===== src/design/tomasulo_pkg.sv =====
package tomasulo_pkg;

    // reorder buffer size and the tag width that follows from it
    localparam int rob_depth = 8;
    localparam int rob_tag_w = $clog2(rob_depth);

    // decoded instructions waiting for a ROB slot
    localparam int iq_depth = 4;
    // one slot for every branch that can be in flight
    localparam int br_q_depth = 8;

    typedef logic [rob_tag_w-1:0] rob_tag_t;
    // head and tail carry one extra wrap bit on top
    typedef logic [rob_tag_w:0] rob_ptr_t;

    // instruction class as seen by the ROB
    typedef enum logic [2:0] {
        op_alu,
        op_load,
        op_store,
        op_branch,
        op_jump
    } op_t;

    // instruction handed over by decode
    typedef struct packed {
        op_t         op;
        logic [4:0]  rd;
        logic [31:0] pc;
        logic        pred_taken;
    } dispatch_t;

    // common data bus broadcast, valid for one cycle
    typedef struct packed {
        logic        valid;
        rob_tag_t    tag;
        logic [31:0] value;
        logic        taken;
    } cdb_t;

    // in-order retirement of the head entry
    typedef struct packed {
        logic        valid;
        rob_tag_t    tag;
        op_t         op;
        logic [4:0]  rd;
        logic [31:0] value;
        logic        we;
    } commit_t;

    // one entry killed by the walk
    typedef struct packed {
        logic       valid;
        rob_tag_t   tag;
        logic [4:0] rd;
    } squash_t;

    // new producer of rd at allocation
    typedef struct packed {
        logic       valid;
        logic [4:0] rd;
        rob_tag_t   tag;
    } rename_t;

endpackage


===== src/design/fifo_sync.sv =====
`timescale 1ns/1ns

module fifo_sync #(
    parameter type DTYPE = logic,
    parameter int  DEPTH = 4
) (
    input  logic clk,
    input  logic rst,
    input  logic push,
    input  DTYPE push_data,
    input  logic pop,
    input  logic flush,
    output DTYPE pop_data,
    output logic empty,
    output logic full
);

    // payload storage
    DTYPE mem [DEPTH];

    logic [$clog2(DEPTH)-1:0] rd_ptr;
    logic [$clog2(DEPTH)-1:0] wr_ptr;
    // occupancy needs one bit more than the pointers
    logic [$clog2(DEPTH):0]   count;

    logic do_push;
    logic do_pop;

    assign empty = (count == '0);
    assign full  = (count == ($clog2(DEPTH) + 1)'(DEPTH));

    // a push into a full queue is dropped
    assign do_push = push & ~full;
    assign do_pop  = pop & ~empty;

    // first word fall through
    assign pop_data = mem[rd_ptr];

    always_ff @(posedge clk) begin
        if (do_push) begin
            mem[wr_ptr] <= push_data;
        end
    end

    always_ff @(posedge clk) begin
        if (rst || flush) begin
            rd_ptr <= '0;
            wr_ptr <= '0;
            count  <= '0;
        end else begin
            if (do_push) begin
                wr_ptr <= (wr_ptr == DEPTH - 1) ? '0 : wr_ptr + 1'b1;
            end
            if (do_pop) begin
                rd_ptr <= (rd_ptr == DEPTH - 1) ? '0 : rd_ptr + 1'b1;
            end
            // simultaneous push and pop leaves the count alone
            case ({do_push, do_pop})
                2'b10:   count <= count + 1'b1;
                2'b01:   count <= count - 1'b1;
                default: count <= count;
            endcase
        end
    end

endmodule


===== src/design/ooo_core_top.sv =====
`timescale 1ns/1ns

module ooo_core_top (
    input  logic                    clk,
    input  logic                    rst,
    input  logic                    dispatch_valid,
    input  tomasulo_pkg::dispatch_t dispatch,
    output logic                    dispatch_ready,
    input  tomasulo_pkg::cdb_t      cdb,
    output tomasulo_pkg::commit_t   commit,
    output logic                    redirect_valid,
    output logic [31:0]             redirect_pc,
    output logic                    flush_busy,
    input  logic [4:0]              read_addr,
    output logic [31:0]             read_data,
    output logic                    read_busy,
    output tomasulo_pkg::rob_tag_t  read_tag
);

    // head of the instruction queue
    tomasulo_pkg::dispatch_t iq_head;
    logic                    iq_empty;
    logic                    iq_full;

    logic                    rob_full;
    logic                    alloc_valid;
    tomasulo_pkg::rename_t   rename;
    tomasulo_pkg::squash_t   squash;

    // decode may push while the queue has room
    assign dispatch_ready = ~iq_full;
    // pop and allocation share the same edge
    assign alloc_valid    = ~iq_empty & ~rob_full;

    // queued instructions survive a redirect
    fifo_sync #(
        .DTYPE (tomasulo_pkg::dispatch_t),
        .DEPTH (tomasulo_pkg::iq_depth)
    ) instr_queue (
        .clk       (clk),
        .rst       (rst),
        .push      (dispatch_valid),
        .push_data (dispatch),
        .pop       (alloc_valid),
        .flush     (1'b0),
        .pop_data  (iq_head),
        .empty     (iq_empty),
        .full      (iq_full)
    );

    rob u_rob (
        .clk            (clk),
        .rst            (rst),
        .alloc_valid    (alloc_valid),
        .alloc          (iq_head),
        .cdb            (cdb),
        .rob_full       (rob_full),
        .rename         (rename),
        .commit         (commit),
        .squash         (squash),
        .redirect_valid (redirect_valid),
        .redirect_pc    (redirect_pc),
        .flush_busy     (flush_busy)
    );

    reg_status u_reg_status (
        .clk       (clk),
        .rst       (rst),
        .rename    (rename),
        .commit    (commit),
        .squash    (squash),
        .read_addr (read_addr),
        .read_data (read_data),
        .read_busy (read_busy),
        .read_tag  (read_tag)
    );

endmodule


===== src/design/reg_status.sv =====
`timescale 1ns/1ns

module reg_status (
    input  logic                   clk,
    input  logic                   rst,
    input  tomasulo_pkg::rename_t  rename,
    input  tomasulo_pkg::commit_t  commit,
    input  tomasulo_pkg::squash_t  squash,
    input  logic [4:0]             read_addr,
    output logic [31:0]            read_data,
    output logic                   read_busy,
    output tomasulo_pkg::rob_tag_t read_tag
);

    // architectural values
    logic [31:0] regs [32];
    // register waits on an in-flight producer
    logic [31:0] busy;
    // ROB tag of the youngest producer
    tomasulo_pkg::rob_tag_t tags [32];

    logic rename_hit;
    logic commit_write;
    logic commit_clear;
    logic squash_clear;

    // x0 never gets a producer
    assign rename_hit = rename.valid & (rename.rd != 5'd0);

    assign commit_write = commit.valid & commit.we & (commit.rd != 5'd0);

    // only the producer that still owns the tag releases the register
    assign commit_clear = commit.valid & commit.we & busy[commit.rd]
                        & (tags[commit.rd] == commit.tag);

    // walk undoes a rename made by a killed entry
    assign squash_clear = squash.valid & busy[squash.rd]
                        & (tags[squash.rd] == squash.tag);

    // architectural state starts at zero, x0 stays there
    always_ff @(posedge clk) begin
        if (rst) begin
            for (int i = 0; i < 32; i++) begin
                regs[i] <= '0;
            end
        end else if (commit_write) begin
            regs[commit.rd] <= commit.value;
        end
    end

    always_ff @(posedge clk) begin
        if (rst) begin
            busy <= '0;
        end else begin
            if (commit_clear) begin
                busy[commit.rd] <= 1'b0;
            end
            if (squash_clear) begin
                busy[squash.rd] <= 1'b0;
            end
            // rename comes last so it wins over a clear on the same rd
            if (rename_hit) begin
                busy[rename.rd] <= 1'b1;
            end
        end
    end

    // tags only mean something while busy is set
    always_ff @(posedge clk) begin
        if (rename_hit) begin
            tags[rename.rd] <= rename.tag;
        end
    end

    // read port for the outside
    assign read_data = regs[read_addr];
    assign read_busy = busy[read_addr];
    assign read_tag  = tags[read_addr];

endmodule


===== src/design/rob.sv =====
`timescale 1ns/1ns

module rob (
    input  logic                    clk,
    input  logic                    rst,
    input  logic                    alloc_valid,
    input  tomasulo_pkg::dispatch_t alloc,
    input  tomasulo_pkg::cdb_t      cdb,
    output logic                    rob_full,
    output tomasulo_pkg::rename_t   rename,
    output tomasulo_pkg::commit_t   commit,
    output tomasulo_pkg::squash_t   squash,
    output logic                    redirect_valid,
    output logic [31:0]             redirect_pc,
    output logic                    flush_busy
);

    // per entry payload
    tomasulo_pkg::op_t ent_op    [tomasulo_pkg::rob_depth];
    logic [4:0]        ent_rd    [tomasulo_pkg::rob_depth];
    logic [31:0]       ent_pc    [tomasulo_pkg::rob_depth];
    logic              ent_pred  [tomasulo_pkg::rob_depth];
    logic [31:0]       ent_value [tomasulo_pkg::rob_depth];
    logic              ent_taken [tomasulo_pkg::rob_depth];
    // result has arrived on the CDB
    logic [tomasulo_pkg::rob_depth-1:0] ent_done;

    tomasulo_pkg::rob_ptr_t head;
    tomasulo_pkg::rob_ptr_t tail;
    tomasulo_pkg::rob_ptr_t count;
    tomasulo_pkg::rob_tag_t head_idx;
    tomasulo_pkg::rob_tag_t tail_idx;
    // walk position, steps from the youngest entry toward the head
    tomasulo_pkg::rob_tag_t flush_ptr;
    // distances from the head
    tomasulo_pkg::rob_tag_t cdb_off;
    tomasulo_pkg::rob_tag_t walk_off;

    logic rob_empty;
    logic alloc_fire;
    logic commit_fire;
    logic mispredict;
    logic no_younger;
    logic walk_last;
    logic cdb_live;

    // branch tags in program order
    logic                   br_push;
    logic                   br_pop;
    logic                   br_flush;
    logic                   br_empty;
    tomasulo_pkg::rob_tag_t br_front;

    // stores and branches leave the register file alone
    function automatic logic writes_reg(tomasulo_pkg::op_t op);
        return (op != tomasulo_pkg::op_store) && (op != tomasulo_pkg::op_branch);
    endfunction

    assign head_idx  = head[tomasulo_pkg::rob_tag_w-1:0];
    assign tail_idx  = tail[tomasulo_pkg::rob_tag_w-1:0];
    assign count     = tail - head;
    assign rob_empty = (count == '0);

    // oldest in-flight branch sits at the head, is resolved and went the other way
    assign mispredict = ~rob_empty & ~flush_busy & ~br_empty
                      & (br_front == head_idx) & ent_done[head_idx]
                      & (ent_taken[head_idx] != ent_pred[head_idx]);
    assign redirect_valid = mispredict;
    // fall-through address of the branch
    assign redirect_pc    = ent_pc[head_idx] + 32'd4;

    // the branch itself is the only entry left
    assign no_younger = (count == tomasulo_pkg::rob_ptr_t'(1));
    assign walk_last  = flush_busy & (flush_ptr == head_idx);

    // hold the queue while full, redirecting or walking
    assign rob_full   = (count == tomasulo_pkg::rob_ptr_t'(tomasulo_pkg::rob_depth))
                      | mispredict | flush_busy;
    assign alloc_fire = alloc_valid & ~rob_full;

    // drop broadcasts to slots that are free, squashed or about to be
    assign cdb_off  = cdb.tag - head_idx;
    assign walk_off = flush_ptr - head_idx;
    assign cdb_live = cdb.valid & ~mispredict & ({1'b0, cdb_off} < count)
                    & ~(flush_busy & (cdb_off >= walk_off));

    // retirement straight from the head state
    always_comb begin
        commit.valid = ~rob_empty & ent_done[head_idx] & ~flush_busy;
        commit.tag   = head_idx;
        commit.op    = ent_op[head_idx];
        commit.rd    = ent_rd[head_idx];
        commit.value = ent_value[head_idx];
        commit.we    = writes_reg(ent_op[head_idx]);
    end
    assign commit_fire = commit.valid;

    // new tag for rd goes to the register status
    assign rename.valid = alloc_fire & writes_reg(alloc.op);
    assign rename.rd    = alloc.rd;
    assign rename.tag   = tail_idx;

    // one squash per walk cycle, youngest first
    assign squash.valid = flush_busy;
    assign squash.tag   = flush_ptr;
    assign squash.rd    = ent_rd[flush_ptr];

    assign br_push  = alloc_fire & (alloc.op == tomasulo_pkg::op_branch);
    assign br_pop   = commit_fire & (ent_op[head_idx] == tomasulo_pkg::op_branch);
    // younger branches die with the walk
    assign br_flush = walk_last | (mispredict & no_younger);

    fifo_sync #(
        .DTYPE (tomasulo_pkg::rob_tag_t),
        .DEPTH (tomasulo_pkg::br_q_depth)
    ) branch_queue (
        .clk       (clk),
        .rst       (rst),
        .push      (br_push),
        .push_data (tail_idx),
        .pop       (br_pop),
        .flush     (br_flush),
        .pop_data  (br_front),
        .empty     (br_empty),
        .full      ()
    );

    // entry payload, written at allocation and by the CDB
    always_ff @(posedge clk) begin
        if (alloc_fire) begin
            ent_op[tail_idx]   <= alloc.op;
            ent_rd[tail_idx]   <= alloc.rd;
            ent_pc[tail_idx]   <= alloc.pc;
            ent_pred[tail_idx] <= alloc.pred_taken;
        end
        if (cdb_live) begin
            ent_value[cdb.tag] <= cdb.value;
            // actual direction, only meaningful for branches
            ent_taken[cdb.tag] <= cdb.taken;
        end
    end

    always_ff @(posedge clk) begin
        if (rst) begin
            head       <= '0;
            tail       <= '0;
            flush_ptr  <= '0;
            flush_busy <= 1'b0;
            ent_done   <= '0;
        end else begin
            if (cdb_live) begin
                ent_done[cdb.tag] <= 1'b1;
            end
            if (alloc_fire) begin
                ent_done[tail_idx] <= 1'b0;
                tail               <= tail + 1'b1;
            end
            if (commit_fire) begin
                ent_done[head_idx] <= 1'b0;
                head               <= head + 1'b1;
            end
            // start the walk at the youngest entry
            if (mispredict && !no_younger) begin
                flush_busy <= 1'b1;
                flush_ptr  <= tail_idx - 1'b1;
            end
            if (flush_busy) begin
                ent_done[flush_ptr] <= 1'b0;
                flush_ptr           <= flush_ptr - 1'b1;
                // last younger entry gone, ROB is empty again
                if (walk_last) begin
                    flush_busy <= 1'b0;
                    tail       <= head;
                end
            end
        end
    end

endmodule


===== config.mk =====
export PLATFORM = sky130hd
export DESIGN_NAME = ooo_core_top
export DESIGN_NICKNAME = d
export VERILOG_FILES = /design/src/design/tomasulo_pkg.sv /design/src/design/fifo_sync.sv /design/src/design/ooo_core_top.sv /design/src/design/reg_status.sv /design/src/design/rob.sv
export SDC_FILE = /design/constraint.sdc
export NUM_CORES = 2
export LEC_CHECK = 0
export BUFFER_PORTS_ARGS = -buffer_cell sky130_fd_sc_hd__buf_2
export CORE_ASPECT_RATIO = 1.4
export CORE_MARGIN = 5
export CORE_UTILIZATION = 56
export CTS_CLUSTER_DIAMETER = 200
export DETAILED_ROUTE_END_ITERATION = 7
export HOLD_SLACK_MARGIN = 0.1
export PLACE_DENSITY = 0.83
export SLEW_MARGIN = 20
export SYNTH_ARGS = -nofsm -noshare
export SYNTH_HDL_FRONTEND = slang
export SYNTH_SLANG_ARGS = --single-unit

===== constraint.sdc =====
create_clock -name clk -period 6.2 [get_ports clk]
set_input_delay 0.93 -clock clk [delete_from_list [all_inputs] [get_ports clk]]
set_output_delay 0.93 -clock clk [all_outputs]
set_load 0.01 [all_outputs]

==> results.yml <==
worst_setup_path:
  crit_path_start_kind: "flip-flop"
  worstSetupPathType: "flip-flop to primary output"
  cp_max_fo: 40
  cp-end-kind: "primary output"
  cp.arrival_ps: 5070
  required_ps: 5270
routing:
  dr.pass1.iters: 6
  vias: 51310
  route.top_layer_used: "met5"
  wl_met2_um: 121000
  wl_met1_um: 75900
  dr.first_iter.drc_count: 8092
  post-route-drc-count: 0
  ant_nets: 0
  routedWlPerCell_um: 32.8
  drt-total-wl_um: 245000
  wl_met3_um: 30200
  via_per_inst: 6.88
sta:
  period_minus_slack_ps: 6000
  clock_skew_ps: 74.4
  maxSlewHeadroom: 0.243
  tightest_slew_ps: 1140
  finalCritPeriodShare: 0.968
  max_freq_ghz: 0.167
  rsz0062_at_grt: "false"
  hold_viol_final: 0
  maxSlewViolCount: 0
  setup_viol: 0
  worst_slack_ps: 196
logic_synthesis:
  synthArstFlopShare: 0
  synth.area.mux_share: 0.175
  synth_cell_types: 86
  netlist_area_sq_um: 84700
  synth_top_family_by_area: "multiplexers"
  yosysWarnings: 0
  ys_ff_latch: 1980
  synth_xor_area_frac: 0.00600
  synth_fa_ha_area_frac: 0.00508
  synth-simple-area-share: 0.0782
  synth_compound_area_frac: 0.0202
  synthFlopType: "edfxtp_1"
  synth_edf_count: 1900
  syn_inst: 5148
  yosysSeqAreaShare: 0.692
  avgSynthCellArea_sq_um: 16.5
run_status:
  status: "completed"
clocking:
  cts.sinks: 1980
  clkLatencyLatePin_ps: 850
  cts_root_buf: "clkbuf_16"
  path_clk_slew_ps: 60
  ctsHoldBuffers: 0
  cts_tree: "yes"
  htreeDepth: 4
  clk_path_buf_depth: 3
  numCtsBuffers: 176
floorplan:
  die_h_um: 470
  initial_core_util: 0.561
  die_w_um: 339
  rows: 169
  die_area_sq_um: 159000
  core_area_sq_um: 151000
  ios: 202
final_layout:
  seq_area_sq_um: 58700
  postLayoutCoreUtil: 0.627
  drive_above_1_share: 0.249
  fillCellCount: 9894
  fin_area_sq_um: 94700
  layout.nets: 5451
  multi_input_area_sq_um: 24800
  instances_no_fill: 7463
  area_growth_pct: 11.8
grt:
  grt_max_degree: 77
  grt_antenna_before_repair: 32
  grt_pass1_wl_um: 355000
  grt.total_usage: 0.304
  grt_pass1_vias: 52363
  overflow: 0
placement:
  postPlaceCellArea_sq_um: 88800
  hpwl_um: 143000
  place_inst: 7118
  dp_slack_ps: 1160
  numPortBuffers: 201
  routabilityCongestion: 0.967
worst_hold_path:
  hp-class: "input port to flip-flop"
power_and_ir_drop:
  peakVddDrop_v: 0.000335
  p_leak_nw: 32.3
  p_per_area_nw_per_um2: 354
  finalPower_mw: 33.5
job:
  max_cap_viol_count: 0
-- worst max-delay path: stages, from the launching register on --
cell	delay [ps]
dfxtp_4	740
buf_4	810
mux2i_1	310
or3_1	490
or2_0	250
or2_2	370
or3_1	480
nor4_1	450
xnor2_1	160
buf_2	150
-- cell type report --
type,count,share of cell area
flip-flops and latches,1980,0.620
multi-input cells,2728,0.262
clock buffers,213,0.0483
repair buffers,381,0.0282
well taps,1966,0.0260
clock inverters,111,0.0133
inverters,66,0.00262
diodes,18,0.000476
-- Yosys cell counts, types with 7 or more instances --
| master | count | area (sq um) |
|---|---|---|
| nand2_1 | 202 | 758 |
| mux2_2 | 60 | 676 |
| nor3_1 | 62 | 310 |
| mux4_2 | 561 | 12600 |
| nor4_1 | 22 | 138 |
| nor3b_1 | 14 | 105 |
| xnor2_1 | 41 | 359 |
| o21ai_0 | 28 | 140 |
| dfxtp_1 | 80 | 1600 |
| a31oi_1 | 18 | 113 |
| nor2_1 | 1130 | 4240 |
| a2111oi_0 | 10 | 87.6 |
| or3_1 | 14 | 87.6 |
| o211ai_1 | 7 | 52.6 |
| buf_2 | 41 | 205 |
| edfxtp_1 | 1900 | 57100 |
| inv_1 | 63 | 236 |
| nand3b_1 | 11 | 82.6 |
| buf_4 | 14 | 105 |
| a21oi_1 | 23 | 115 |
| buf_1 | 64 | 240 |
| nand4_1 | 16 | 100 |
| and3_1 | 10 | 62.6 |
| clkbuf_1 | 280 | 1050 |
| nand2b_1 | 15 | 93.8 |
| xor2_1 | 17 | 149 |
| nor2b_1 | 13 | 81.3 |
| o311ai_1 | 24 | 210 |
| a21boi_0 | 9 | 67.6 |
| nand3_1 | 69 | 345 |
| a221oi_1 | 19 | 166 |
| o22ai_1 | 27 | 169 |
| ha_1 | 28 | 350 |
| mux2i_1 | 141 | 1410 |
-- layer usage --
metal  GRT usage  vias to the layer above
met5           0                        -
met4       0.179                       28
met3      0.0779                     1055
met2       0.503                     4446
met1       0.363                    25593
li1            -                    20188
-- placed cells by master, fill, tap and decap left out, drive strengths merged, types with 10 or more instances in the layout --
cell type and n:
a2111oi 10, nand2b 15, mux2 60, xor2 17, ha 28, a21oi 24
nand3b 11, a221oi 19, or3 14, xnor2 41, nor4 23, nor2b 13
nor2 1131, o22ai 28, nand3 70, buf 381, o21ai 32, diode 18
mux4 561, nand4 16, o311ai 30, nor3 64, nor3b 14, inv 69
edfxtp 1900, clkinv 81, and3 10, bufinv 18, nand2 203, clkbuf 213
a31oi 18, mux2i 147, conb 35, dfxtp 80
-- path summary, 6_finish.rpt --
check / endpoint / cells after the start / slack [ps] / from
worst min register to register: flip-flop / 2 / 490 / u_rob.branch_queue.rd_ptr[1]
worst min-delay path: instr_queue.mem[0][27] / 1 / 320 / dispatch[27]
worst max-delay path: redirect_pc[29] / 9 / 200 / flip-flop
worst max register to register: u_reg_status.regs[3][2] / 12 / 1050 / flip-flop
-- through the flow --
stage	hold WS, ps	setup TNS [ps]
6_report	319	0
5_1_grt	290	0
4_1_cts	265	0
3_5_place_dp	477	0
3_3_place_gp	466	0
2_1_floorplan	450	-75480
-- cells by family after synthesis --
kind of cell	Yosys count
XOR/XNOR	58
flip-flops	1980
adder cells (fa/ha/maj)	32
buffers and inverters	474
other	1
AND/OR/NAND/NOR	1603
multiplexers	768
AO/OA/AOI/OAI	232
-- where the power goes --
| group | internal [mW] | leakage, nW | total, mW | switching, mW |
|---|---|---|---|---|
| logic | 1.97 | 10.3 | 6.16 | 4.19 |
| clock network | 6.08 | 2.82 | 11.1 | 5.05 |
| registers | 15.9 | 19.2 | 16.2 | 0.361 |
-- state kept, by name, summed over array words and instances, names as in the netlist, 8 cells and up, named ones only --
name	cells
u_rob.ent_taken	8
u_rob.ent_pc	256
u_rob.ent_done	8
u_reg_status.regs	1024
instr_queue.mem	164
u_rob.branch_queue.mem	24
u_rob.ent_value	256
u_rob.ent_pred	8
u_reg_status.busy	32
u_rob.ent_op	24
u_rob.ent_rd	40
u_reg_status.tags	96
-- what timing repair did --
| item | in CTS | in global routing |
|---|---|---|
| gates resized for setup | 0 | 1 |
| setup endpoints to repair | 0 | 3 |
| buffers inserted | 0 | 1 |
No activity file was read; power rests on OpenSTA's default activity.
